## config.mk

```make
export PLATFORM = sky130hd
export DESIGN_NAME = status_router4
export DESIGN_NICKNAME = d
export VERILOG_FILES = /design/src/logic/sensors_pkg.sv /design/src/logic/status_router4.sv
export SDC_FILE = /design/constraint.sdc
export NUM_CORES = 1
export LEC_CHECK = 0
export ABC_AREA = 1
export BUFFER_PORTS_ARGS = -buffer_cell sky130_fd_sc_hd__buf_2
export CORE_MARGIN = 3
export CORE_UTILIZATION = 45
export DETAILED_ROUTE_END_ITERATION = 10
export GPL_TIMING_DRIVEN = 0
export PLACE_DENSITY = 0.82
export SLEW_MARGIN = 25
export SYNTH_ARGS = -nofsm -noshare
export SYNTH_HDL_FRONTEND = slang
export SYNTH_SLANG_ARGS = --single-unit
```

## constraint.sdc

```tcl
create_clock -name mclk -period 2.8 [get_ports mclk]
set_input_delay 0 -clock mclk [delete_from_list [all_inputs] [get_ports mclk]]
set_output_delay 0 -clock mclk [all_outputs]
set_load 0.03 [all_outputs]
```

## src/logic/sensors_pkg.sv

```systemverilog
//############################################################
// sensor subsystem package
// address map, data widths, status packet length and the
// structs shared by the command, pixel and buffer paths
//############################################################
package sensors_pkg;

    localparam int NUM_SENSORS         = 4;      // channels
    localparam int SENSOR_GROUP_ADDR   = 'h400;  // channel 0 register base
    localparam int SENSOR_BASE_INC     = 'h40;   // per-channel address step
    localparam int SENSOR_MODE_RADDR   = 0;      // mode register offset
    localparam int SENSOR_STATUS_RADDR = 1;      // status request offset

    localparam int STATUS_REG_BASE     = 'h30;   // packet address byte, channel 0
    localparam int STATUS_REG_INC      = 2;      // address byte step
    localparam int STATUS_PKT_BYTES    = 4;      // addr, mode/seq, line lo, line hi

    localparam int SENSOR_DATA_WIDTH   = 12;     // raw pixel bits
    localparam int BUF_WORD_WIDTH      = 64;     // line buffer word
    localparam int BUF_PAGE_BITS       = 6;      // 64 words per page
    localparam int BUF_NPAGE_BITS      = 2;      // 4 pages
    localparam int LINE_CNT_WIDTH      = 16;

    // one register write off the command bus
    typedef struct packed {
        logic [15:0] addr; // register address
        logic [31:0] data; // register data
    } cmd_wr_t;

    // pixel strobe from a sensor channel
    typedef struct packed {
        logic [SENSOR_DATA_WIDTH-1:0] data;
        logic                         valid; // pixel present
        logic                         last;  // last pixel in line
    } pix_in_t;

    typedef struct packed {
        logic enable; // accept pixels
        logic bpp16;  // 1 - 16 bit pixels, 0 - 8 bit
    } chan_mode_t;

    // packed word towards the line buffer
    typedef struct packed {
        logic [BUF_WORD_WIDTH-1:0] data;
        logic                      valid; // write strobe
        logic                      eol;   // word closes the page
    } buf_wr_t;

endpackage

```

## src/logic/status_router4.sv

```systemverilog
//############################################################
// status router
// round-robin merge of four channel status streams onto one
// byte bus, selection held for a whole packet
//############################################################
`timescale 1ns/100ps

module status_router4 import sensors_pkg::*; (
    input  logic                   mclk,
    input  logic                   rst_n,
    input  logic [7:0]             db_in [NUM_SENSORS],
    input  logic [NUM_SENSORS-1:0] rq_in,
    output logic [NUM_SENSORS-1:0] start_in,
    output logic [7:0]             db_out,
    output logic                   rq_out,
    input  logic                   start_out
);

    localparam int SEL_W = $clog2(NUM_SENSORS);

    logic [SEL_W-1:0] sel_r; // channel served last / being served
    logic [SEL_W-1:0] pick;  // next requester after sel_r
    logic [SEL_W-1:0] cur;
    logic [1:0]       cnt;   // packet byte being forwarded
    logic             busy;  // bytes 1..3 in flight

    always_comb begin
        logic [SEL_W-1:0] idx;
        pick = sel_r;
        for (int i = NUM_SENSORS; i >= 1; i--) begin // nearest one wins
            idx = sel_r + SEL_W'(i);
            if (rq_in[idx]) pick = idx;
        end
    end

    assign cur      = busy ? sel_r : pick;
    assign db_out   = db_in[cur];
    assign rq_out   = !busy && rq_in[cur]; // hide rq mid-packet
    assign start_in = (!busy && start_out) ? (NUM_SENSORS'(1) << cur) : '0;

    always_ff @(posedge mclk) begin
        if (!rst_n) begin
            sel_r <= '1; // channel 0 goes first
            cnt   <= 2'd0;
            busy  <= 1'b0;
        end else if (!busy) begin
            if (start_out) begin
                sel_r <= pick;
                busy  <= 1'b1;
                cnt   <= 2'd1;
            end
        end else begin
            cnt <= cnt + 2'd1;
            if (cnt == 2'(STATUS_PKT_BYTES - 1)) busy <= 1'b0; // last byte out
        end
    end

endmodule

```

---- After elaboration in Yosys (flattened, before gate mapping) ----
Cells that the tools add are included.
Widths: inputs -> output; s select.
word-level totals
  register bits after elaboration ......... 5
  input bits .............................. 39
  output and inout bits ................... 13
  logic and storage cells ................. 42
operators by class
  $add $sub $neg .......................... 4
  magnitude comparators ................... 5
  equality and inequality tests ........... 1
  shifts and indexed selects .............. 1
  multiplexer cells ....................... 21
  bitwise gates (word level) .............. 2
  reductions and logical operators ........ 5
operator list
  cell                 count
  $bmux 8 s2           1
  $mux 8               2
  $lt 2x3->1 const B   4
  $mux 2               6
  $bmux 1 s2           4
  $mux 1               7
  $add 2x1->2 const B  2
  $add 2x2->2 const B  2
  $mux 4               1
  $shl 1x2->4 const A  1
  $ge 3x3->1 const B   1
  $not 2->3            1
  $eq 2x2->1 const B   1
  $logic_and 1x1->1    2
  $reduce_and 2->1     1
  $reduce_bool 2->1    1
  $logic_not 1->1      1
  $not 1->1            1

---- Logic depth before layout (Yosys ltp) ----
  word-level depth ........................ 11
  depth in mapped cells ................... 15
  depth with buffers taken out ............ 14

---- Worst setup path before layout ----
Ideal clock, no wire load.
  kind .................................... register to output
  from .................................... register sel_r[0]
  to ...................................... output start_in[1]
  arrival time ............................ 1.915 ns
  slack ................................... 0.885 ns
  cell stages (with the launch flop) ...... 13
  path through ............................ dfxtp_1 buf_6 nand2_1 nand2_1 nand2_1 nand2_1 nand2_2 nand2_1 nand2_1 nand3_2 nand2_2 buf_6 nor3_1
on the way
  longest elaborated chain between the ends .. 9
  elaborated cells between the ends (all ways) .. 15
ends and longest elaborated chain
  what                          line                  RTL
  start: declaration            status_router4.sv:21  logic [SEL_W-1:0] sel_r;
  start signal: assignment      status_router4.sv:48  sel_r <= pick;
  $add 2x2->2                   status_router4.sv:31  idx = sel_r + SEL_W'(i);
  $bmux 1 s2                    status_router4.sv:32  if (rq_in[idx]) pick = idx;
  $mux 1 (not written as such)  status_router4.sv:32
  $mux 2 (3 in a row)           status_router4.sv:32
  $mux 2 *                      status_router4.sv:36  assign cur = busy ? sel_r : pick;
  $shl 1x2->4 *                 status_router4.sv:39  assign start_in = (!busy && start_out) ? (NUM_SENSORS'(1) << cur) : '0;
  $mux 4 *                      status_router4.sv:39
  end: declaration              status_router4.sv:13  output logic [NUM_SENSORS-1:0] start_in,
Every way passes the cells marked *; elsewhere a longest branch is shown, timed or not. The select of a mux whose other input is x is not followed.

---- Final worst setup path ----
  from .................................... register sel_r[0]
  to ...................................... output db_out[1]
on the way
  longest elaborated chain between the ends .. 11
  elaborated cells between the ends (all ways) .. 17
ends and longest elaborated chain
  what                                         line                  RTL
  $add 2x2->2                                  status_router4.sv:31
  $bmux 1 s2                                   status_router4.sv:32
  $mux 1 (not written as such)                 status_router4.sv:32
  $mux 2 (3 in a row)                          status_router4.sv:32
  $mux 2 *                                     status_router4.sv:36
  $not 2->3 (not written as such) *            status_router4.sv:37  assign db_out = db_in[cur];
  $bmux 8 s2 *                                 status_router4.sv:37
  $mux 8 (not written as such) * (2 in a row)  status_router4.sv:37
  end: declaration                             status_router4.sv:14  output logic [7:0] db_out,
Marked as above.

==> metrics <==
Max Clk Rate=~480 MHz; Multi-input gate area=around 620 um2; WL final=2.25 mm; antenna cells=0; postcts setup bufs=0; gr busiest metal=met2; CP Launch Point=sel_r[0]; crit-path leading delay family=simple AND/OR/NAND/NOR gates; Mapped Cells=145; # nets final=241; row cnt=14; DR iter-0 viols=28; sequential-to-total area share from yosys stat=12.6%; arrival time at the worst endpoint=2.07 ns; setup TNS=0 ns; Net Switching=0.359 mW; slowest CP cell=dfxtp_1; hold_buf cts=0; Comb pwr share=about three quarters; worst hold slack=0.0706 ns; CP max FO=10; Worst Setup End Kind=output port; fin util=slightly below 70%; post-CTS sizing=0; crit-path max cell delay=~0.35 ns; die width=48.0 um; WS Path Type=reg -> out; critical path, cell by cell=buf_6 -> nand2_1 -> nand2_1 -> nand2_2 -> nand2_1 -> nor2_1 -> nand2_1 -> nand2_2 -> o21ai_4 -> inv_4 -> nor2_4 -> nand2_1 -> nand3_1 -> buf_2; max_cap viols=0; clock period minus worst slack=approximately 2.1 ns; fill count=153; final setup fails=0; clock group share of total power=approximately an eighth; RePlAce Congestion=just over 0.8; WP buf/inv=3; CORE AREA=roughly 1600 um2; antenna violations before repair=0; met2 usage=34.0%; DR vias/cell=4.94; Synth Register Bits=5; relative slew slack=82.2%; Reg power frac=12.7%; Die H=48.0 um; Synth area leaders=nand2_1, dfxtp_1, nand3_1; period utilization=74.1%; hold_sp=rst_n; cell repeated most along the worst path=nand2_1; grt total ovfl=0; Cell Pwr Density=600 nW/um2; grt met1 use=22.2%; IR drop worst, VDD=343 uV; Sw Ratio=54.7%; die area=2310 um2; average size of a mapped cell=5.48 um2; DPL Wire Length=~1.9 mm; Non-Filler Instances=around 220; startpoint types=register; Root Buffer=clkbuf_4; Initial Utilization=50.4%; RSZ-0062 raised after global routing=no; Crit path required time=2.80 ns; port bufs=between 50 and 60; first-pass GRT wire length=slightly above 3 mm; Slew Viols, Final=0; drt first pass iters=4; IO Pins=52; clock latency on the worst-skew pair=0.25 ns; Placed Cells=~210; CTS Buffer Depth=2; via count=1067; Hold Path Class=in -> reg; Worst-Margin Slew=0.266 ns; Fin. Hold Viols=0; DRC viols=0; Mapped Area=between 700 and 800 um2; Synthesized Nets=~190; antenna-violating nets left=0; met3 usage=2.26%; ratio of cells with drive above 1 in the final layout=about 40%; CTS tree=yes; GRT Util Overall=18.5%; Final Skew=around 0.0052 ns; Int Power=0.298 mW; Area growth syn-to-layout=38.0%; Synth top area share=39.2%; Synth cell types=20; yosys warns=0; clock buffer count from CTS=3; Leakage=0.654 nW; vias in the first global route=roughly 800; cell type with the largest total area after synthesis=nand2_1; Reg clk slew, reported paths=~0.040 ns; reg2reg start=sel_r[0]; largest net degree at the start of global routing=11; outcome=complete, no violations; drt wl/cell=between 10 and 15 um; Seq. cell area=100 um2; CTS H-tree depth=1; CTS Sinks=5
-- worst reg2reg max path: cells and delay by family (launching register included) --
kind	cells	cell delay [ns]
and+or+nand+nor	8	0.62
DFF	1	0.35
buffers and inverters	1	0.15
AOI/OAI and AO/OA	1	0.06
-- layout make-up --
type / count / area share [%]
buffer: 5 / 4.57
timing repair buffer: 51 / 23.3
multi-input combinational: 129 / 56.5
sequential: 5 / 9.13
clock buffer: 4 / 2.40
tap: 16 / 1.83
inverter: 6 / 2.28
-- routing by layer --
layer  share of wire, %  vias to the layer above
li1                   -                      575
met1                 43                      454
met2                 51                       34
met3                5.5                        4
met4                1.1                        0
met5                  0                        -
-- power by group through the flow --
stage	clock network (mW)	logic [mW]	registers, mW
floorplan	0	0.372	0.0835
global placement	0	0.481	0.0840
detailed placement	0	0.492	0.0845
CTS	0.0850	0.493	0.0832
global route	0.0878	0.538	0.0839
finish	0.0838	0.491	0.0832
-- cells in the mapped netlist --
master	count
a211oi_1	2
a21oi_1	4
a21oi_2	1
buf_2	1
buf_6	4
dfxtp_1	5
ha_1	1
inv_1	2
inv_2	3
inv_4	1
nand2_1	83
nand2_2	7
nand3_1	15
nand3_2	3
nor2_1	2
nor2_4	3
nor3_1	3
nor3_2	2
o21ai_0	2
o21ai_4	1
-- stage by stage --
step / cell area (um2) / setup slack, ns / power, mW
detailed placement: 1070 / 0.997 / 0.576
floorplan: 795 / 0.885 / 0.455
global placement: 1070 / 1.03 / 0.565
global route: 1100 / 0.526 / 0.709
finish: 1100 / 0.727 / 0.658
CTS: 1100 / 0.726 / 0.662
-- worst paths after layout --
| path | cells past startpoint | endpoint | slack, ns |
|---|---|---|---|
| setup / recovery | 14 | db_out[1] | 0.73 |
| hold / removal | 3 | cnt[1] | 0.07 |
| setup reg to reg | 10 | sel_r[0] | 1.49 |
| hold reg to reg | 2 | cnt[1] | 0.48 |
-- flip-flops by register name, indices dropped and copies added (netlist names) --
register and flops:
busy 1, cnt 2, sel_r 2
-- layout by cell type (no fill, tap or decap), drive strengths merged --
cell type  synthesis  final
a211oi             2      2
a21oi              5      5
buf                5     56
clkbuf             0      4
dfxtp              5      5
ha                 1      1
inv                6      6
nand2             90     90
nand3             18     18
nor2               5      5
nor3               5      5
o21ai              3      3
-- cells by family (layout without fill, tap and decap cells) --
kind of cell    count (synthesis)  count (layout)  share of synthesized area, %
flops                           5               5                          12.6
buf+inv                        11              66                          9.45
simple gates                  118             118                          67.6
fa+ha+maj                       1               1                          1.57
compound gates                 10              10                          8.82
No activity file was read; power rests on OpenSTA's default activity.
