==> config.mk <==
export PLATFORM = sky130hd
export DESIGN_NAME = cmd_deser
export DESIGN_NICKNAME = d
export VERILOG_FILES = /design/src/logic/sensors_pkg.sv /design/src/logic/cmd_deser.sv
export SDC_FILE = /design/constraint.sdc
export NUM_CORES = 1
export LEC_CHECK = 0
export ABC_CLOCK_PERIOD_IN_PS = 1900
export BUFFER_PORTS_ARGS = -buffer_cell sky130_fd_sc_hd__buf_2
export CORE_AREA = 2 2 95 97
export CTS_BUF_LIST = sky130_fd_sc_hd__clkbuf_4
export DETAILED_ROUTE_END_ITERATION = 6
export DIE_AREA = 0 0 97 99
export GPL_TIMING_DRIVEN = 0
export MAX_ROUTING_LAYER = met4
export PLACE_DENSITY = 0.64
export SLEW_MARGIN = 20
export SYNTH_ARGS = -nofsm -noshare
export SYNTH_HDL_FRONTEND = slang
export SYNTH_SLANG_ARGS = --single-unit
==> constraint.sdc <==
create_clock -name mclk -period 1.9 [get_ports mclk]
set_input_delay 0.095 -clock mclk [delete_from_list [all_inputs] [get_ports mclk]]
set_output_delay 0.095 -clock mclk [all_outputs]
set_load 0.05 [all_outputs]
==> src/logic/sensors_pkg.sv <==
//############################################################
// sensor subsystem package
// address map, data widths, status packet length and the
// structs shared by the command, pixel and buffer paths
//############################################################
package sensors_pkg;

    localparam int NUM_SENSORS         = 4;      // channels
    localparam int SENSOR_GROUP_ADDR   = 'h400;  // channel 0 register base
    localparam int SENSOR_BASE_INC     = 'h40;   // per-channel address step
    localparam int SENSOR_MODE_RADDR   = 0;      // mode register offset
    localparam int SENSOR_STATUS_RADDR = 1;      // status request offset

    localparam int STATUS_REG_BASE     = 'h30;   // packet address byte, channel 0
    localparam int STATUS_REG_INC      = 2;      // address byte step
    localparam int STATUS_PKT_BYTES    = 4;      // addr, mode/seq, line lo, line hi

    localparam int SENSOR_DATA_WIDTH   = 12;     // raw pixel bits
    localparam int BUF_WORD_WIDTH      = 64;     // line buffer word
    localparam int BUF_PAGE_BITS       = 6;      // 64 words per page
    localparam int BUF_NPAGE_BITS      = 2;      // 4 pages
    localparam int LINE_CNT_WIDTH      = 16;

    // one register write off the command bus
    typedef struct packed {
        logic [15:0] addr; // register address
        logic [31:0] data; // register data
    } cmd_wr_t;

    // pixel strobe from a sensor channel
    typedef struct packed {
        logic [SENSOR_DATA_WIDTH-1:0] data;
        logic                         valid; // pixel present
        logic                         last;  // last pixel in line
    } pix_in_t;

    typedef struct packed {
        logic enable; // accept pixels
        logic bpp16;  // 1 - 16 bit pixels, 0 - 8 bit
    } chan_mode_t;

    // packed word towards the line buffer
    typedef struct packed {
        logic [BUF_WORD_WIDTH-1:0] data;
        logic                      valid; // write strobe
        logic                      eol;   // word closes the page
    } buf_wr_t;

endpackage

==> src/logic/cmd_deser.sv <==
//############################################################
// command deserializer
// collects address low/high and four data bytes from the
// byte-serial command port into one register write pulse
//############################################################
`timescale 1ns/100ps

module cmd_deser import sensors_pkg::*; (
    input  logic       mclk,
    input  logic       rst_n,
    input  logic [7:0] cmd_ad_in,  // AL-AH-D0-D1-D2-D3
    input  logic       cmd_stb_in, // with the first byte
    output cmd_wr_t    cmd_wr,
    output logic       wr_stb      // one cycle, cmd_wr valid
);

    logic [7:0]  ad_r;  // registered byte bus
    logic        stb_r;
    logic [47:0] sr;    // byte assembly, lsb first
    logic [2:0]  cnt;   // bytes taken
    logic        busy;
    logic        done;  // last byte shifted in

    always_ff @(posedge mclk) begin
        ad_r <= cmd_ad_in;
        if (stb_r || busy) begin
            sr <= {ad_r, sr[47:8]}; // new byte enters at the top
        end
        if (done) begin
            cmd_wr.addr <= sr[15:0];
            cmd_wr.data <= sr[47:16];
        end
    end

    always_ff @(posedge mclk) begin
        if (!rst_n) begin
            stb_r  <= 1'b0;
            busy   <= 1'b0;
            cnt    <= 3'd0;
            done   <= 1'b0;
            wr_stb <= 1'b0;
        end else begin
            stb_r  <= cmd_stb_in;
            wr_stb <= done;
            done   <= 1'b0;
            if (stb_r) begin // new strobe restarts collection
                busy <= 1'b1;
                cnt  <= 3'd1;
            end else if (busy) begin
                cnt <= cnt + 3'd1;
                if (cnt == 3'd5) begin // sixth byte going in
                    busy <= 1'b0;
                    done <= 1'b1;
                end
            end
        end
    end

endmodule

**Word level (Yosys, flattened, before mapping)**

Cells that the tools add are included.

- Register bits after elaboration: 111
- Input bits: 11
- Output and inout bits: 49

- Add/sub/neg operators: 1
- Equality and inequality tests: 1
- Mux-type cells: 6
- Bitwise operators: 2
- Reduce and logical (&&, ||, !) cells: 4

Operator list:

| operator | count |
|---|---|
| 2-to-1 mux 1 bit | 6 |
| adder 3 x 1 -> 3 bit (second input constant) | 1 |
| == test 3 bit (second input constant) | 1 |
| OR reduction 3 bit | 1 |
| inverter 1 bit | 2 |
| nonzero test 2 bit | 1 |
| OR reduction 2 bit | 1 |
| logical OR 1 bit | 1 |

**Logic depth before layout (Yosys ltp)**

Gate-level depths: netlist of run 1.

- Depth in word-level cells: 4
- Mapped depth: 4
- Depth with buffers taken out: 4

**Worst setup path after synthesis of run 1**

OpenSTA, ideal clock, no wires.

- Path kind: reg-to-reg
- From: register busy
- To: register sr[0], enable pin
- Setup time: 408 ps
- Data arrival time: 1,518 ps
- Data required time: 1,492 ps
- Slack: -26 ps
- Cell stages (with the launch flop): 3
- Cell sequence: dfxtp_1 > buf_6 > or2_1

- Longest elaborated chain between the ends: 1

RTL lines:

| what | line | text |
|---|---|---|
| from (decl) | cmd_deser.sv:21 | `logic busy;` |
| from (signal assigned) | cmd_deser.sv:38 | `busy <= 1'b0;` |
| from (signal assigned) | cmd_deser.sv:47 | `busy <= 1'b1;` |
| from (signal assigned) | cmd_deser.sv:52 | `busy <= 1'b0;` |
| logical OR 1 bit | cmd_deser.sv:26 | `if (stb_r \|\| busy) begin` |
| to (signal assigned) | cmd_deser.sv:27 | `sr <= {ad_r, sr[47:8]};` |
| to (decl) | cmd_deser.sv:19 | `logic [47:0] sr;` |

Every way passes these cells.
A chain may end at the register's enable or synchronous reset.

**Final worst setup path of run 1**

- From: register busy
- To: register sr[7], enable pin

Same word-level chain as after synthesis.

==> results.json, run 1 <==
{
  "synth_cell_type_count": 17,
  "leakagePower_nw": 1.45,
  "setup_viol": 0,
  "grt_pass1_vias": 1440,
  "diodes": 0,
  "nFillCells": 731,
  "critPathLaunchType": "flop",
  "htree_levels": 3,
  "dp_hpwl_microns": 2440,
  "synth_nets": 143,
  "pre_cts_ws_ns": 0.487,
  "seq_power_share_pct": 69.5,
  "avgSynthCellArea_sq_um": 25.6,
  "relSlewSlack_pct": 54.9,
  "dieArea_sq_um": 9600,
  "drtIter0Drc": 53,
  "finish.instance_area_sq_um": 4030,
  "critPathRequiredTime_ns": 1.96,
  "synth_top_cell_by_area": "edfxtp_1",
  "ys_warn_count": 0,
  "post_cts_resized": 0,
  "avgRoutedWirePerCell_microns": 13.3,
  "vias": 1379,
  "grt_max_degree": 49,
  "row_count": 34,
  "setup.worst_path.end": "sr[7]",
  "r2r-end": "sr[7]",
  "clk_latency_ns": 0.43,
  "r2r_start": "busy",
  "ys_ff_latch": 111,
  "sw_frac_of_total_pct": 19.0,
  "hold_violations": 0,
  "synth_top_area_share_pct": 86.6,
  "cp_top_family": "simple AND/OR/NAND/NOR gates",
  "dr.pass1.iters": 4,
  "post_cts_buffers": 0,
  "switchingPower_w": 0.000770,
  "die_h_microns": 99,
  "tritoncts": "built",
  "cts_made_buffers": 9,
  "crit_type": "reg -> reg",
  "path_buf_inv": 1,
  "ir_worst_vdd_mv": 0.534,
  "routabilityCongestion": 0.646,
  "cpMaxStageDelayCell": "or2_4",
  "critPathMaxStageDelay_ns": 0.57,
  "start_util_pct": 38.9,
  "endpoint_kind": "flop",
  "finalCritPeriodShare_pct": 74.2,
  "hold_class": "in -> reg",
  "internal_power_w": 0.00327,
  "cp_data_arrival_time_ns": 1.47,
  "postRouteWirelength_microns": 4330,
  "reg2reg_depth": 2,
  "grt.total_usage_pct": 9.66,
  "grt_pass1_wl_microns": 6720,
  "power.share.clock_pct": 28.3,
  "crit_chain": "buf_6 -> or2_4",
  "drive_above_1_share_pct": 36.9,
  "critPathMaxFanout": 48,
  "grt-ovfl-total": 0,
  "ios": 60,
  "placed_area_sq_um": 3780,
  "syn_inst": 130,
  "num-nets-final": 225,
  "area_delta_synth_final_pct": 21.2,
  "setup_ws_ns": 0.489,
  "hold_slack_ns": 0.288,
  "p_comb_share_pct": 2.2,
  "antenna_found_initial": 0,
  "final_common_cell": "edfxtp_1",
  "port_buffers": 59,
  "clock_path_buffers": 2,
  "ys_seq_area_share_pct": 95.7,
  "skew_ns": 0.0141,
  "coreArea_sq_um": 8550,
  "drv_cap": 0,
  "max_freq_mhz": 709,
  "crit_cells": 2,
  "hold_buffers": 11,
  "die_w_microns": 97,
  "drc": 0,
  "startpoint": "busy",
  "powerDensity_nw_per_um2": 1000,
  "vias_per_cell": 4.24,
  "maxSlewViolCount": 0,
  "cts_sinks": 111,
  "ant_nets": 0,
  "status": "complete, no violations",
  "synth.cell_area_sq_um": 3330,
  "final_cell_mix": "edfxtp_1, buf_2, dfxtp_1, clkbuf_4, dlygate4sd3_1",
  "cts_root_buffer": "clkbuf_4",
  "r2r_slack_ns": 0.49,
  "period_minus_slack_ns": 1.41,
  "worstMarginPinSlew_ns": 0.677,
  "clk_pin_slew_ns": 0.16,
  "rsz0062_at_grt": "no",
  "synth_area_leaders": "edfxtp_1, dfxtp_1, ha_1, o21a_1, a211oi_2"
}
-- layer usage --
layer / up-vias / global-route usage, % / part of all wire (%)
met1: 659 / 11.4 / 46
met4: 0 / 5.63 / 0.79
met2: 48 / 14.5 / 47
met5: - / - / 0
met3: 5 / 3.26 / 5.9
li1: 667 / - / -
-- worst min path at each step --
stage	start	endpoint	slack (ns)	cells after the start
floorplan	cmd_ad_in[0]	ad_r[0]	0.12	0
global placement	cmd_ad_in[7]	ad_r[7]	0.20	1
detailed placement	cmd_ad_in[0]	ad_r[0]	0.20	1
CTS	cmd_ad_in[6]	ad_r[6]	0.25	2
global route	cmd_ad_in[3]	ad_r[3]	0.25	2
finish	cmd_ad_in[6]	ad_r[6]	0.29	2
-- synth_stat cells, drive strengths merged --
cell type	n
xor2	1
buf	1
a21bo	1
edfxtp	96
dfxtp	15
nand2b	1
o21a	2
ha	2
nor2	2
a21oi	1
a21boi	1
or2	1
a211oi	1
nand3	1
inv	1
nand3b	1
and2	2
-- stage by stage --
stage | utilization, % | instances | TNS, ns | total power (W)
global route | 47.1 | 325 | 0 | 0.00419
CTS | 47.1 | 325 | 0 | 0.00408
finish | 47.1 | 325 | 0 | 0.00404
global placement | 43.9 | 297 | -17.55 | 0.00293
floorplan | - | 130 | 0 | 0.00289
detailed placement | 44.2 | 298 | 0 | 0.00294
-- power by group through the flow --
stage                     Combinational, W  Sequential [W]  Clock [W]
after detailed placement         0.0000743         0.00286          0
after global routing              0.000100         0.00282    0.00127
after global placement           0.0000699         0.00286          0
after floorplan                  0.0000465         0.00285          0
final                            0.0000895         0.00281    0.00114
after CTS                        0.0000913         0.00281    0.00118
-- worst register-to-register path, stage by stage, from the launching register on --
cell and delay, ns:
dfxtp_1 0.35, buf_6 0.12, or2_4 0.57
-- sequential cells by signal, summed over array words and instances, names as in the netlist --
name and cells:
ad_r 8, done 1, cmd_wr 48, wr_stb 1
busy 1, sr 48, stb_r 1, cnt 3
-- layout make-up --
cell class / count / area (sq um) / area share (%)
sequential: 111 / 3180 / 79.0
timing repair buffer: 71 / 425 / 10.6
tap: 108 / 135 / 3.35
multi-input combinational: 17 / 131 / 3.26
clock buffer: 13 / 97.6 / 2.42
clock inverter: 3 / 42.5 / 1.06
buffer: 1 / 11.3 / 0.279
inverter: 1 / 3.75 / 0.0931
-- logic make-up (layout without fill, tap and decap cells) --
logic type / after synthesis / count (layout) / synth area share (%)
adders and majority gates: 2 / 2 / 0.752
xor gates and xnor gates: 1 / 1 / 0.263
AOI/OAI and AO/OA: 6 / 6 / 1.50
and+or+nand+nor: 8 / 8 / 1.35
DFF: 111 / 111 / 95.7
buffers and inverters: 2 / 89 / 0.451
(Power assumes the default switching activity.)
==> inputs of run 2 (changes only) <==
--- a/config.mk
+++ b/config.mk
@@ -5,7 +5,7 @@
 export SDC_FILE = /design/constraint.sdc
 export NUM_CORES = 1
 export LEC_CHECK = 0
-export ABC_CLOCK_PERIOD_IN_PS = 1900
+export ABC_CLOCK_PERIOD_IN_PS = 1150
 export BUFFER_PORTS_ARGS = -buffer_cell sky130_fd_sc_hd__buf_2
 export CORE_AREA = 2 2 95 97
 export CTS_BUF_LIST = sky130_fd_sc_hd__clkbuf_4
==> constraint.sdc (replaced) <==
create_clock -name mclk -period 1.15 [get_ports mclk]
set_input_delay 0.0575 -clock mclk [delete_from_list [all_inputs] [get_ports mclk]]
set_output_delay 0.0575 -clock mclk [all_outputs]
set_load 0.05 [all_outputs]
==> run 2 against run 1 <==
Net effect:
- critical path type unchanged
- the run now ends with negative setup slack left
- sequential power rose by 65%
- setup slack worse by 0.49 ns
- critical path depth unchanged
- non-clock buffer count grew 1
- sequential cell count stayed put
- count of clock-buffer cells in the layout shrank 4
- highest routed layer unchanged
==> results.json, run 2 (synthesized netlist as in run 1, its figures left out) <==
{
  "powerDensity_nw_per_um2": 1560,
  "clk_latency_ns": 0.44,
  "die_w_microns": 97,
  "worstMarginPinSlew_ns": 0.365,
  "setup_viol": 7,
  "clock_path_buffers": 2,
  "final_core_util_pct": 50.0,
  "grt.total_usage_pct": 10.8,
  "drtIter0Drc": 72,
  "dr.pass1.iters": 4,
  "leakagePower_nw": 1.52,
  "hold_violations": 0,
  "cp_data_arrival_time_ns": 1.27,
  "nFillCells": 712,
  "status": "complete, but fails checks",
  "violations": "negative setup slack",
  "port_buffers": 59,
  "drv_cap": 0,
  "endpoint_kind": "flop",
  "largestRegisters": "cmd_wr: 48 flops, sr: 48 flops, ad_r: 8 flops",
  "coreArea_sq_um": 8550,
  "grt_pass1_vias": 1415,
  "die_h_microns": 99,
  "vias_per_cell": 4.32,
  "crit_type": "reg -> reg",
  "max_freq_mhz": 867,
  "diodes": 0,
  "grt_pass1_wl_microns": 7350,
  "period_minus_slack_ns": 1.15,
  "relSlewSlack_pct": 75.7,
  "hold_slack_ns": 0.239,
  "setup_ws_ns": -0.00302,
  "postRouteWirelength_microns": 4770,
  "tns_ns": -0.0130,
  "grt_use_met2_pct": 16.3,
  "cts_root_buffer": "clkbuf_4",
  "vias": 1413,
  "num-nets-final": 227,
  "rsz0062_at_grt": "yes",
  "final_cell_mix": "edfxtp_1, buf_6, buf_4, dfxtp_1",
  "grt_max_degree": 25,
  "tritoncts": "built",
  "maxSlewViolCount": 0,
  "grt_use_met3_pct": 2.98,
  "clk_pin_slew_ns": 0.16,
  "ant_nets": 0,
  "met1_usage_pct": 13.0,
  "skew_ns": 0.0181,
  "row_count": 34,
  "ios": 60,
  "grt-ovfl-total": 0,
  "total_power_w": 0.00667,
  "htree_levels": 3,
  "antenna_found_initial": 0,
  "critPathRequiredTime_ns": 1.26,
  "critPathMaxFanout": 24,
  "critPathLaunchType": "flop",
  "dieArea_sq_um": 9600,
  "cts_made_buffers": 9,
  "drive_above_1_share_pct": 37.4,
  "ir_worst_vdd_mv": 0.681,
  "avgRoutedWirePerCell_microns": 14.6,
  "area_delta_synth_final_pct": 28.4,
  "drc": 0,
  "cts_sinks": 111,
  "routabilityCongestion": 0.667,
  "busiest_layer": "met2",
  "hold_class": "in -> reg",
  "pre_cts_ws_ns": -0.254,
  "finalCritPeriodShare_pct": 100,
  "final_common_cell": "edfxtp_1",
  "start_util_pct": 38.9
}
-- run 2: through the flow --
| stage | cell area (sq um) | instances |
|---|---|---|
| after floorplan | 3330 | 130 |
| after global placement | 3760 | 297 |
| after detailed placement | 3760 | 297 |
| after CTS | 4110 | 327 |
| after global routing | 4270 | 327 |
| final | 4270 | 327 |
-- run 2: final timing paths --
| path | start | to | slack [ns] | cells after the start |
|---|---|---|---|---|
| worst max-delay path | busy | sr[9] | -0.003 | 2 |
| worst min register to register | ad_r[1] | sr[41] | 0.42 | 0 |
| worst max register to register | busy | sr[9] | -0.003 | 2 |
| worst min-delay path | cmd_ad_in[5] | ad_r[5] | 0.24 | 2 |
-- run 2: critical path: stages, from the launching register on --
cell	delay, ns
dfxtp_2	0.35
buf_6	0.12
or2_4	0.35
-- run 2: area by class of cell --
type | count | area (sq um) | share of cell area [%]
buffer | 1 | 11.3 | 0.264
multi-input combinational | 18 | 140 | 3.28
inverter | 1 | 3.75 | 0.0878
timing repair buffer | 72 | 654 | 15.3
tap | 108 | 135 | 3.16
clock buffer | 9 | 67.6 | 1.58
clock inverter | 7 | 71.3 | 1.67
sequential | 111 | 3190 | 74.6
-- run 2: metal layers --
metal / vias up / wire (microns)
li1: 671 / -
met1: 680 / 2060
met2: 51 / 2390
met3: 11 / 223
met4: 0 / 102
met5: - / 0
-- run 2: what timing repair did --
| item | CTS | global route |
|---|---|---|
| gates cloned | 1 | 0 |
| buffers inserted | 2 | 0 |
| setup endpoints to repair | 112 | 95 |
| hold buffers | 11 | 0 |
| hold endpoints to repair | 15 | 0 |
| pin swaps | 0 | 1 |
| gates resized for setup | 21 | 86 |
-- run 2: power by group --
part	internal [W]	switching, W	total, W
clock network	0.000670	0.00121	0.00188
registers	0.00457	0.0000626	0.00463
logic	0.0000650	0.0000889	0.000154
total	0.00531	0.00136	0.00667
