<file path="src/logic/sensors_pkg.sv">
//############################################################
// sensor subsystem package
// address map, data widths, status packet length and the
// structs shared by the command, pixel and buffer paths
//############################################################
package sensors_pkg;

    localparam int NUM_SENSORS         = 4;      // channels
    localparam int SENSOR_GROUP_ADDR   = 'h400;  // channel 0 register base
    localparam int SENSOR_BASE_INC     = 'h40;   // per-channel address step
    localparam int SENSOR_MODE_RADDR   = 0;      // mode register offset
    localparam int SENSOR_STATUS_RADDR = 1;      // status request offset

    localparam int STATUS_REG_BASE     = 'h30;   // packet address byte, channel 0
    localparam int STATUS_REG_INC      = 2;      // address byte step
    localparam int STATUS_PKT_BYTES    = 4;      // addr, mode/seq, line lo, line hi

    localparam int SENSOR_DATA_WIDTH   = 12;     // raw pixel bits
    localparam int BUF_WORD_WIDTH      = 64;     // line buffer word
    localparam int BUF_PAGE_BITS       = 6;      // 64 words per page
    localparam int BUF_NPAGE_BITS      = 2;      // 4 pages
    localparam int LINE_CNT_WIDTH      = 16;

    // one register write off the command bus
    typedef struct packed {
        logic [15:0] addr; // register address
        logic [31:0] data; // register data
    } cmd_wr_t;

    // pixel strobe from a sensor channel
    typedef struct packed {
        logic [SENSOR_DATA_WIDTH-1:0] data;
        logic                         valid; // pixel present
        logic                         last;  // last pixel in line
    } pix_in_t;

    typedef struct packed {
        logic enable; // accept pixels
        logic bpp16;  // 1 - 16 bit pixels, 0 - 8 bit
    } chan_mode_t;

    // packed word towards the line buffer
    typedef struct packed {
        logic [BUF_WORD_WIDTH-1:0] data;
        logic                      valid; // write strobe
        logic                      eol;   // word closes the page
    } buf_wr_t;

endpackage

</file>
<file path="src/logic/pixel_packer.sv">
//############################################################
// pixel packer
// shifts 8 or 16 bit pixels into 64-bit buffer words, flushes
// a padded word at line end and counts finished lines
//############################################################
`timescale 1ns/100ps

module pixel_packer import sensors_pkg::*; (
    input  logic                      mclk,
    input  logic                      rst_n,
    input  chan_mode_t                mode,
    input  pix_in_t                   pix_in,
    output buf_wr_t                   buf_wr,
    output logic [LINE_CNT_WIDTH-1:0] line_cnt
);

    logic [BUF_WORD_WIDTH-1:0] acc;      // shift accumulator
    logic [BUF_WORD_WIDTH-1:0] acc_next; // with current pixel
    logic [3:0]                cnt;      // pixels in acc
    logic [3:0]                n_next;
    logic [7:0]                fill;     // bits filled incl. current
    logic [7:0]                shamt;    // align first pixel to bit 0
    logic                      take;
    logic                      full;

    assign take   = pix_in.valid && mode.enable;
    assign n_next = cnt + 4'd1;
    assign full   = mode.bpp16 ? (n_next == 4'd4) : (n_next == 4'd8);
    assign fill   = mode.bpp16 ? {n_next, 4'b0} : {1'b0, n_next, 3'b0};
    assign shamt  = 8'(BUF_WORD_WIDTH) - fill; // zero when the word is full

    always_comb begin
        if (mode.bpp16) begin // zero-extended 16 bit pixel
            acc_next = {{(16 - SENSOR_DATA_WIDTH){1'b0}}, pix_in.data, acc[63:16]};
        end else begin        // msbs only
            acc_next = {pix_in.data[SENSOR_DATA_WIDTH-1 -: 8], acc[63:8]};
        end
    end

    always_ff @(posedge mclk) begin
        if (take) acc <= acc_next;
        if (take && (full || pix_in.last)) begin
            buf_wr.data <= acc_next >> shamt; // padding shifts in from the top
        end
    end

    always_ff @(posedge mclk) begin
        if (!rst_n) begin
            cnt          <= 4'd0;
            buf_wr.valid <= 1'b0;
            buf_wr.eol   <= 1'b0;
            line_cnt     <= '0;
        end else begin
            buf_wr.valid <= 1'b0;
            if (take) begin
                cnt <= (full || pix_in.last) ? 4'd0 : n_next;
                buf_wr.valid <= full || pix_in.last;
                buf_wr.eol   <= pix_in.last;
                if (pix_in.last) line_cnt <= line_cnt + 1'b1;
            end
        end
    end

endmodule

</file>
<file path="config.mk">
export PLATFORM = sky130hd
export DESIGN_NAME = pixel_packer
export DESIGN_NICKNAME = d
export VERILOG_FILES = /design/src/logic/sensors_pkg.sv /design/src/logic/pixel_packer.sv
export SDC_FILE = /design/constraint.sdc
export NUM_CORES = 1
export LEC_CHECK = 0
export BUFFER_PORTS_ARGS = -buffer_cell sky130_fd_sc_hd__buf_4
export CORE_UTILIZATION = 30
export CTS_BUF_LIST = sky130_fd_sc_hd__clkbuf_8
export DETAILED_ROUTE_END_ITERATION = 6
export PLACE_DENSITY = 0.44
export SLEW_MARGIN = 20
export SYNTH_ARGS = -nofsm -noshare
export SYNTH_HDL_FRONTEND = slang
export SYNTH_SLANG_ARGS = --single-unit
</file>
<file path="constraint.sdc">
create_clock -name mclk -period 6.4 [get_ports mclk]
set_clock_uncertainty 0.15 [all_clocks]
set_input_delay 1.28 -clock mclk [delete_from_list [all_inputs] [get_ports mclk]]
set_output_delay 1.28 -clock mclk [all_outputs]
set_load 0.005 [all_outputs]
</file>
======== After elaboration in Yosys (flattened, before gate mapping) ========
Cells that the tools add are included.
storage, ports and cells
  flip-flop bits (word level) ............. 150
  bits in latches ......................... 0
  memory bits (writable) .................. 0
  bits in read-only memories .............. 0
  input bits .............................. 18
  logic and storage cells ................. 21
  memories kept ........................... 0
operators by class
  $add $sub $neg .......................... 3
  multiply operators ...................... 0
  divide/modulo/power cells ............... 0
  magnitude comparators ................... 0
  equal/unequal tests ..................... 2
  shift-type cells ........................ 1
  mux-type cells .......................... 4
  bitwise operators ....................... 0
  reductions and logical operators ........ 5
operators by type and width
  cell                                                                    count
  64-bit two-way mux                                                      1
  64-bit by 8-bit >> shifter with 64-bit output                           1
  16-bit by 1-bit adder with 16-bit output (second input constant)        1
  8-bit two-way mux                                                       1
  7-bit by 8-bit subtractor with 8-bit output (first input constant)      1
  4-bit by 1-bit adder with 4-bit output (second input constant)          1
  4-bit by 3-bit equality test with 1-bit output (second input constant)  1
  4-bit equality test (second input constant)                             1
  4-bit two-way mux                                                       1
  2-bit AND reduction                                                     2
  1-bit logical AND                                                       2
  1-bit logical OR                                                        1
  1-bit two-way mux                                                       1

======== Depth between registers and ports, before layout ========
Gate-level depths: netlist of run 1.
  depth in word-level cells ............... 5
  mapped depth ............................ 10
  mapped depth without buffers ............ 8

======== Worst setup path after synthesis of run 1 ========
Ideal clock, no wire load.
  path kind ............................... input-to-reg
  from .................................... input mode[0] (netlist bit)
  to ...................................... register buf_wr[10] (netlist bit), enable pin
  setup time .............................. 487 ps
  data arrival time ....................... 4,631 ps
  required time ........................... 5,763 ps
  setup slack ............................. 1,132 ps
  cell stages on the path ................. 5
  cell sequence ........................... buf_2 > buf_2 > xor2_1 > a31oi_1 > nor2_1
between the ends
  word-level cells in the longest chain between the ends .. 3
ends and longest elaborated chain
  element            line                RTL
  start, declared    pixel_packer.sv:11  input chan_mode_t mode,
  1-bit two-way mux  pixel_packer.sv:28  assign full = mode.bpp16 ? (n_next == 4'd4) : (n_next == 4'd8);
  1-bit logical OR   pixel_packer.sv:42  if (take && (full || pix_in.last)) begin
  1-bit logical AND  pixel_packer.sv:42
  end, declared      pixel_packer.sv:13  output buf_wr_t buf_wr,
No other way between the ends.
A chain may end at the register's enable or synchronous reset.

======== Worst setup path after layout of run 1 ========
  from .................................... register cnt[0]
  to ...................................... register buf_wr[58] (netlist bit), enable pin
between the ends
  word-level cells in the longest chain between the ends .. 5
  elaborated cells on any way between the ends .. 6
  classes of those cells .................. 1 x add/sub; 2 x eq/ne; 1 x mux; 2 x reduce/logical
ends and longest elaborated chain
  element                                                                                       line                RTL
  start, declared                                                                               pixel_packer.sv:19  logic [3:0] cnt;
  start signal, assigned                                                                        pixel_packer.sv:56  cnt <= (full || pix_in.last) ? 4'd0 : n_next;
  4-bit by 1-bit adder with 4-bit output (*)                                                    pixel_packer.sv:27  assign n_next = cnt + 4'd1;
  4-bit equality test / 4-bit by 3-bit equality test with 1-bit output (equally long branches)  pixel_packer.sv:28
  1-bit two-way mux (*)                                                                         pixel_packer.sv:28
  1-bit logical OR (*)                                                                          pixel_packer.sv:42
  1-bit logical AND (*)                                                                         pixel_packer.sv:42
Mark *: on every way between the ends. The rest lies on a longest branch, timed or not.

==> results.cfg, run 1 <==
[outcome]
status = complete, no violations

[pwr]
vdd_drop_max_v = 0.0001051
switching_share_pct = 27.83
seqPwrFrac_pct = 53.0
p_leak_nw = 3.278
p_total_mw = 2.030
p_int_mw = 1.465
p_comb_share_pct = 13.5
power_switching_mw = 0.5648
power.share.clock_pct = 33.5
power_density_nw_per_um2 = 228.3

[layout]
finish.utilization_pct = 36.45
nFillCells = 2451
layout-drive-gt1-share_pct = 27.82
syn2layout_area_growth_pct = 18.50
antenna_cells = 0
final_nets = 745
instances_no_fill = 1061

[timing]
max-slew-margin-rel_pct = 29.38
max_freq_ghz = 0.2492
final.setup.tns_ps = 0
layout_min_cycle_time_ps = 4013
setup_viol = 0
drv_slew = 0
fin_crit_sh_pct = 62.71
finalHoldViolCount = 0
worst_pin_slew_ps = 1059
rsz0062_at_grt = no
finalHoldWorstSlack_ps = 368.3

[clocking]
cts_hold_buf = 0
clkTransAtPathRegs_ps = 90
post_cts_resized = 0
cts.sinks = 142
cts_setup_buffers = 0
clk_path_buf_depth = 2
htreeDepth = 4
insertion_delay_ps = 460
cts_inserted_buffers = 17
root_buffer = clkbuf_8
cts_tree = done

[setup_path]
cp.arrival_ps = 3970
crit_required_ps = 6360
cpMaxStageDelayCell = dfxtp_1
end_kind = register
critPathLaunchType = register
cp_top_family = simple AND/OR/NAND/NOR gates
cp_num_buf_inv = 2
cpPeakStageDelay_ps = 1010
cp_max_fo = 35
critical_path_class = reg -> reg
crit_chain = nand3_1 -> xor2_1 -> inv_1 -> ha_1 -> a31oi_1 -> nor2_4 -> buf_4

[drt]
via_per_inst = 5.075
wirelength_um = 20760
wl_per_cell_um = 19.57
drc = 0
drt_iter0_drc = 423
dr.pass1.iters = 5
vias = 5385
ant_nets = 0

[die]
start_util_pct = 30.76
dieArea_um2 = 25640
die_w_um = 160.1
rows = 57
ioPinCount = 100
die_height_um = 160.1
core_um2 = 24390

[synth]
ys_warn_count = 0
synth.avg_cell_area_um2 = 11.67
yosysSeqAreaShare_pct = 53.90
synth.distinct_cells = 59
synth_area_um2 = 7502
syn_nets = 664
synth-async-reset-ratio_pct = 0
ys_seq_elements = 142
synth_edf_count = 120
netlist_instances = 643
synth_ff_type = edfxtp_1

[global_routing]
grt_first_pass_wirelength_um = 32200
grt_max_degree = 59
antenna_found_initial = 0
grt_pass1_vias = 5255
grt-ovfl-total = 0
grt_use_total_pct = 16.65

[placed_design]
hpwl_um = 14180
gp_congestion = 0.7796
port_buffers = 99
placed_cells = 1028

[hold_path]
hp-class = reg -> reg

[flow_run]
maxCapViolCount = 0
[tightest hold or removal path, cell delays in order (launching register included)]
cell	delay, ps
dfxtp_1	330
o21ai_0	70
a21boi_0	80
[synth_stat cells, types with 3 or more instances]
cell	n	share of area, %
a211oi_1	3	0.30
a21oi_1	26	1.7
a22o_1	6	0.70
a22oi_1	10	1.0
a31oi_1	4	0.33
a32o_1	15	2.0
a32oi_1	10	1.2
and2_1	22	1.8
and3_1	25	2.1
and4_1	3	0.35
buf_1	3	0.15
buf_2	19	1.3
buf_4	3	0.30
buf_6	4	0.60
clkbuf_1	18	0.90
dfxtp_1	22	5.9
edfxtp_1	120	48
ha_1	3	0.50
inv_1	13	0.65
mux2_2	47	7.1
mux2i_1	50	6.7
nand2_1	63	3.2
nand2b_1	3	0.25
nand3_1	12	0.80
nand4_1	5	0.42
nor2_1	44	2.2
nor2b_1	12	1.0
nor3_1	6	0.40
o211ai_1	7	0.70
o21ai_0	9	0.60
or3_1	3	0.25
xnor2_1	12	1.4
xor2_1	8	0.93
[metal layers]
| metal | vias up | global-route usage, % | wire (um) |
|---|---|---|---|
| li1 | 2555 | - | - |
| met1 | 2620 | 24.60 | 10550 |
| met2 | 190 | 23.97 | 8757 |
| met3 | 20 | 3.896 | 1173 |
| met4 | 0 | 4.762 | 280 |
| met5 | - | 0 | 0 |
[state kept, by name, summed over array words and instances, names as in the netlist]
name	cells
line_cnt	16
acc	56
buf_wr	66
cnt	4
[layout make-up]
class,instances,area (um2),share of cell area (%)
timing repair buffer,109,838.3,9.430
clock inverter,15,125.1,1.407
multi-input combinational,439,3187,35.85
sequential,142,4044,45.49
clock buffer,17,234.0,2.632
tap,324,405.4,4.560
inverter,15,56.30,0.6334
[per-stage QoR]
| step | setup slack (ps) | instance area, um2 |
|---|---|---|
| 3_5_place_dp | 2041 | 8503 |
| 6_report | 2387 | 8890 |
| 5_1_grt | 2036 | 8890 |
| 4_1_cts | 2285 | 8862 |
| 2_1_floorplan | 1132 | 7502 |
| 3_3_place_gp | 2076 | 8503 |
[power by group through the flow]
stage          combinational (mW)  clock, mW  sequential [mW]
2_1_floorplan               0.179          0             1.09
3_3_place_gp                0.269          0             1.10
3_5_place_dp                0.272          0             1.10
4_1_cts                     0.273      0.704             1.08
5_1_grt                     0.300      0.737             1.08
6_report                    0.273      0.680             1.08
[kinds of logic after synthesis]
group	Yosys count	share of synthesized area, %
AO/OA/AOI/OAI	105	10.59
XOR/XNOR	22	2.769
adder cells (fa/ha/maj)	3	0.5004
buffers and inverters	62	3.969
flip-flops	142	53.90
multiplexers	99	14.33
AND/OR/NAND/NOR	210	13.94
[cell usage in the layout, fill, tap and decap left out, drive strengths merged, types with 4 or more instances in the layout]
master | synthesis | final
a31oi | 5 | 5
edfxtp | 120 | 120
clkinv | 1 | 8
and3 | 27 | 27
or3 | 5 | 5
buf | 29 | 109
clkinvlp | 0 | 4
xnor2 | 13 | 13
nand2 | 63 | 63
a32oi | 10 | 10
mux2 | 47 | 47
nand3 | 12 | 12
a32o | 15 | 15
nor3 | 6 | 6
nand4 | 5 | 5
a21oi | 26 | 26
nor2b | 12 | 12
a22o | 6 | 6
o21ai | 10 | 10
mux2i | 50 | 50
dfxtp | 22 | 22
xor2 | 9 | 9
o211ai | 7 | 7
a22oi | 10 | 10
inv | 14 | 17
nor2 | 45 | 45
clkbuf | 18 | 17
and2 | 22 | 22
[path summary, 6_finish.rpt]
kind	startpoint	endpoint	slack, ps	depth (start not counted)
worst max-delay path	cnt[0]	buf_wr[58]	2390	7
worst min-delay path	line_cnt[15]	line_cnt[15]	370	2
worst max register to register	cnt[0]	buf_wr[58]	2390	7
worst min register to register	line_cnt[15]	line_cnt[15]	370	2
(Power assumes the default switching activity.)
==> run 2: changes to the inputs <==
==> constraint.sdc (replaced) <==
create_clock -name mclk -period 4.2 [get_ports mclk]
set_clock_uncertainty 0.15 [all_clocks]
set_input_delay 0.84 -clock mclk [delete_from_list [all_inputs] [get_ports mclk]]
set_output_delay 0.84 -clock mclk [all_outputs]
set_load 0.005 [all_outputs]
==> results.cfg, run 2 (synthesized netlist as in run 1, its figures left out) <==
[global_routing]
grt_use_total_pct = 16.47
grt_pass1_vias = 5287
grt_max_degree = 61
grt-ovfl-total = 0
grt_first_pass_wirelength_um = 32100
antenna_found_initial = 0

[placed_design]
gp_congestion = 0.8419
placed_cells = 1033
hpwl_um = 14860
dp_slack_ps = 877.7
placed_area_um2 = 8574
port_buffers = 99

[clocking]
clk_path_buf_depth = 2
post_cts_resized = 0
root_buffer = clkbuf_8
htreeDepth = 4
cts_setup_buffers = 0
insertion_delay_ps = 450
cts_hold_buf = 0
clkTransAtPathRegs_ps = 90
cts.sinks = 142
cts_tree = done
cts_inserted_buffers = 17

[setup_path]
timing.rr.start = cnt[1]
cp_max_fo = 38
startpoint = cnt[1]
ff2ff_path_depth = 7
critPathCapture = buf_wr[17]
rr_endpoint = buf_wr[17]
critPathLaunchType = register
end_kind = register
crit_required_ps = 4280
critical_path_class = reg -> reg
cp.arrival_ps = 3450
r2r_setup_slack_ps = 830

[timing]
max-slew-margin-rel_pct = 43.56
layout_min_cycle_time_ps = 3370
max_freq_ghz = 0.2968
drv_slew = 0
setup_ws_ps = 830.2
rsz0062_at_grt = no
final.setup.tns_ps = 0
setup_viol = 0
fin_crit_sh_pct = 80.23
finalHoldViolCount = 0
worst_pin_slew_ps = 841.0
finalHoldWorstSlack_ps = 354.2

[layout]
postLayoutCellArea_um2 = 8994
largest_reg_flops = 66
final_nets = 749
final_cell_mix = edfxtp_1 (120), buf_4 (110), nand2_1 (63)
syn2layout_area_growth_pct = 19.88
regMostFlops = buf_wr
layout-drive-gt1-share_pct = 28.21
top_regs = buf_wr x66, acc x56, line_cnt x16
layout_commonest_cell = edfxtp_1
nFillCells = 2427
antenna_cells = 0
instances_no_fill = 1065

[drt]
via_per_inst = 5.034
drt_iter0_drc = 408
vias = 5361
drc = 0
dr.pass1.iters = 5
ant_nets = 0
wl_per_cell_um = 19.60
wirelength_um = 20880

[hold_path]
hp-class = reg -> reg
min_delay_path_depth = 2

[pwr]
p_leak_nw = 3.333
vdd_drop_max_v = 0.0001757
power_density_nw_per_um2 = 361.2

[die]
die_w_um = 160.1
ioPinCount = 100
dieArea_um2 = 25640
start_util_pct = 30.76
die_height_um = 160.1
rows = 57
core_um2 = 24390

[outcome]
status = complete, no violations

[flow_run]
maxCapViolCount = 0
[run 2: changes by cell type in the layout (fill, tap and decap cells not counted), moves of 2 or more]
| cell | change |
|---|---|
| buf_12 | +3 |
| buf_4 | +2 |
| clkinv_2 | -2 |
| clkinvlp_4 | -2 |
| inv_6 | +3 |
| bufinv_16 | +2 |
[run 2: how the worst min path moves through the flow]
stage	end	slack, ps	from
2_1_floorplan	line_cnt[15]	330	line_cnt[15]
3_3_place_gp	line_cnt[15]	340	line_cnt[15]
3_5_place_dp	line_cnt[15]	350	line_cnt[15]
4_1_cts	line_cnt[15]	360	line_cnt[15]
5_1_grt	line_cnt[15]	400	line_cnt[15]
6_report	line_cnt[15]	350	line_cnt[15]
[run 2: stage by stage]
step | utilization, % | power, mW
after floorplan | - | 1.930
after global placement | 35.15 | 2.093
after detailed placement | 35.15 | 2.097
after CTS | 36.87 | 3.279
after global routing | 36.87 | 3.379
final | 36.87 | 3.248
[run 2: worst max-delay path: stages, from the launching register on]
cell,delay [ps]
dfxtp_1,650
ha_1,530
nor4_1,140
o41ai_4,480
xnor2_2,180
buf_4,370
nand2_1,270
o221ai_1,360
[run 2: cell type report]
cell class	instances	area, um2	area share [%]
Multi-Input combinational cell	439	3183	35.39
Clock inverter	15	185.2	2.059
Sequential cell	142	4044	44.96
Inverter	15	56.30	0.6260
Tap cell	324	405.4	4.508
Clock buffer	17	234.0	2.602
Timing Repair Buffer	113	885.9	9.850
[run 2: layer usage]
| layer | routed length, um | vias to the layer above | global-route usage [%] | share of wire (%) |
|---|---|---|---|---|
| li1 | - | 2570 | - | - |
| met1 | 11090 | 2605 | 25.62 | 53 |
| met2 | 8514 | 167 | 22.89 | 41 |
| met3 | 994 | 19 | 3.039 | 4.8 |
| met4 | 272 | 0 | 4.502 | 1.3 |
| met5 | 0 | - | 0 | 0 |
[run 2: where the power goes]
part / switching (mW) / leakage (nW) / total, mW / internal, mW
sequential: 0.0356 / 1.29 / 1.63 / 1.60
combinational: 0.257 / 1.83 / 0.432 / 0.176
clock: 0.586 / 0.208 / 1.18 / 0.597
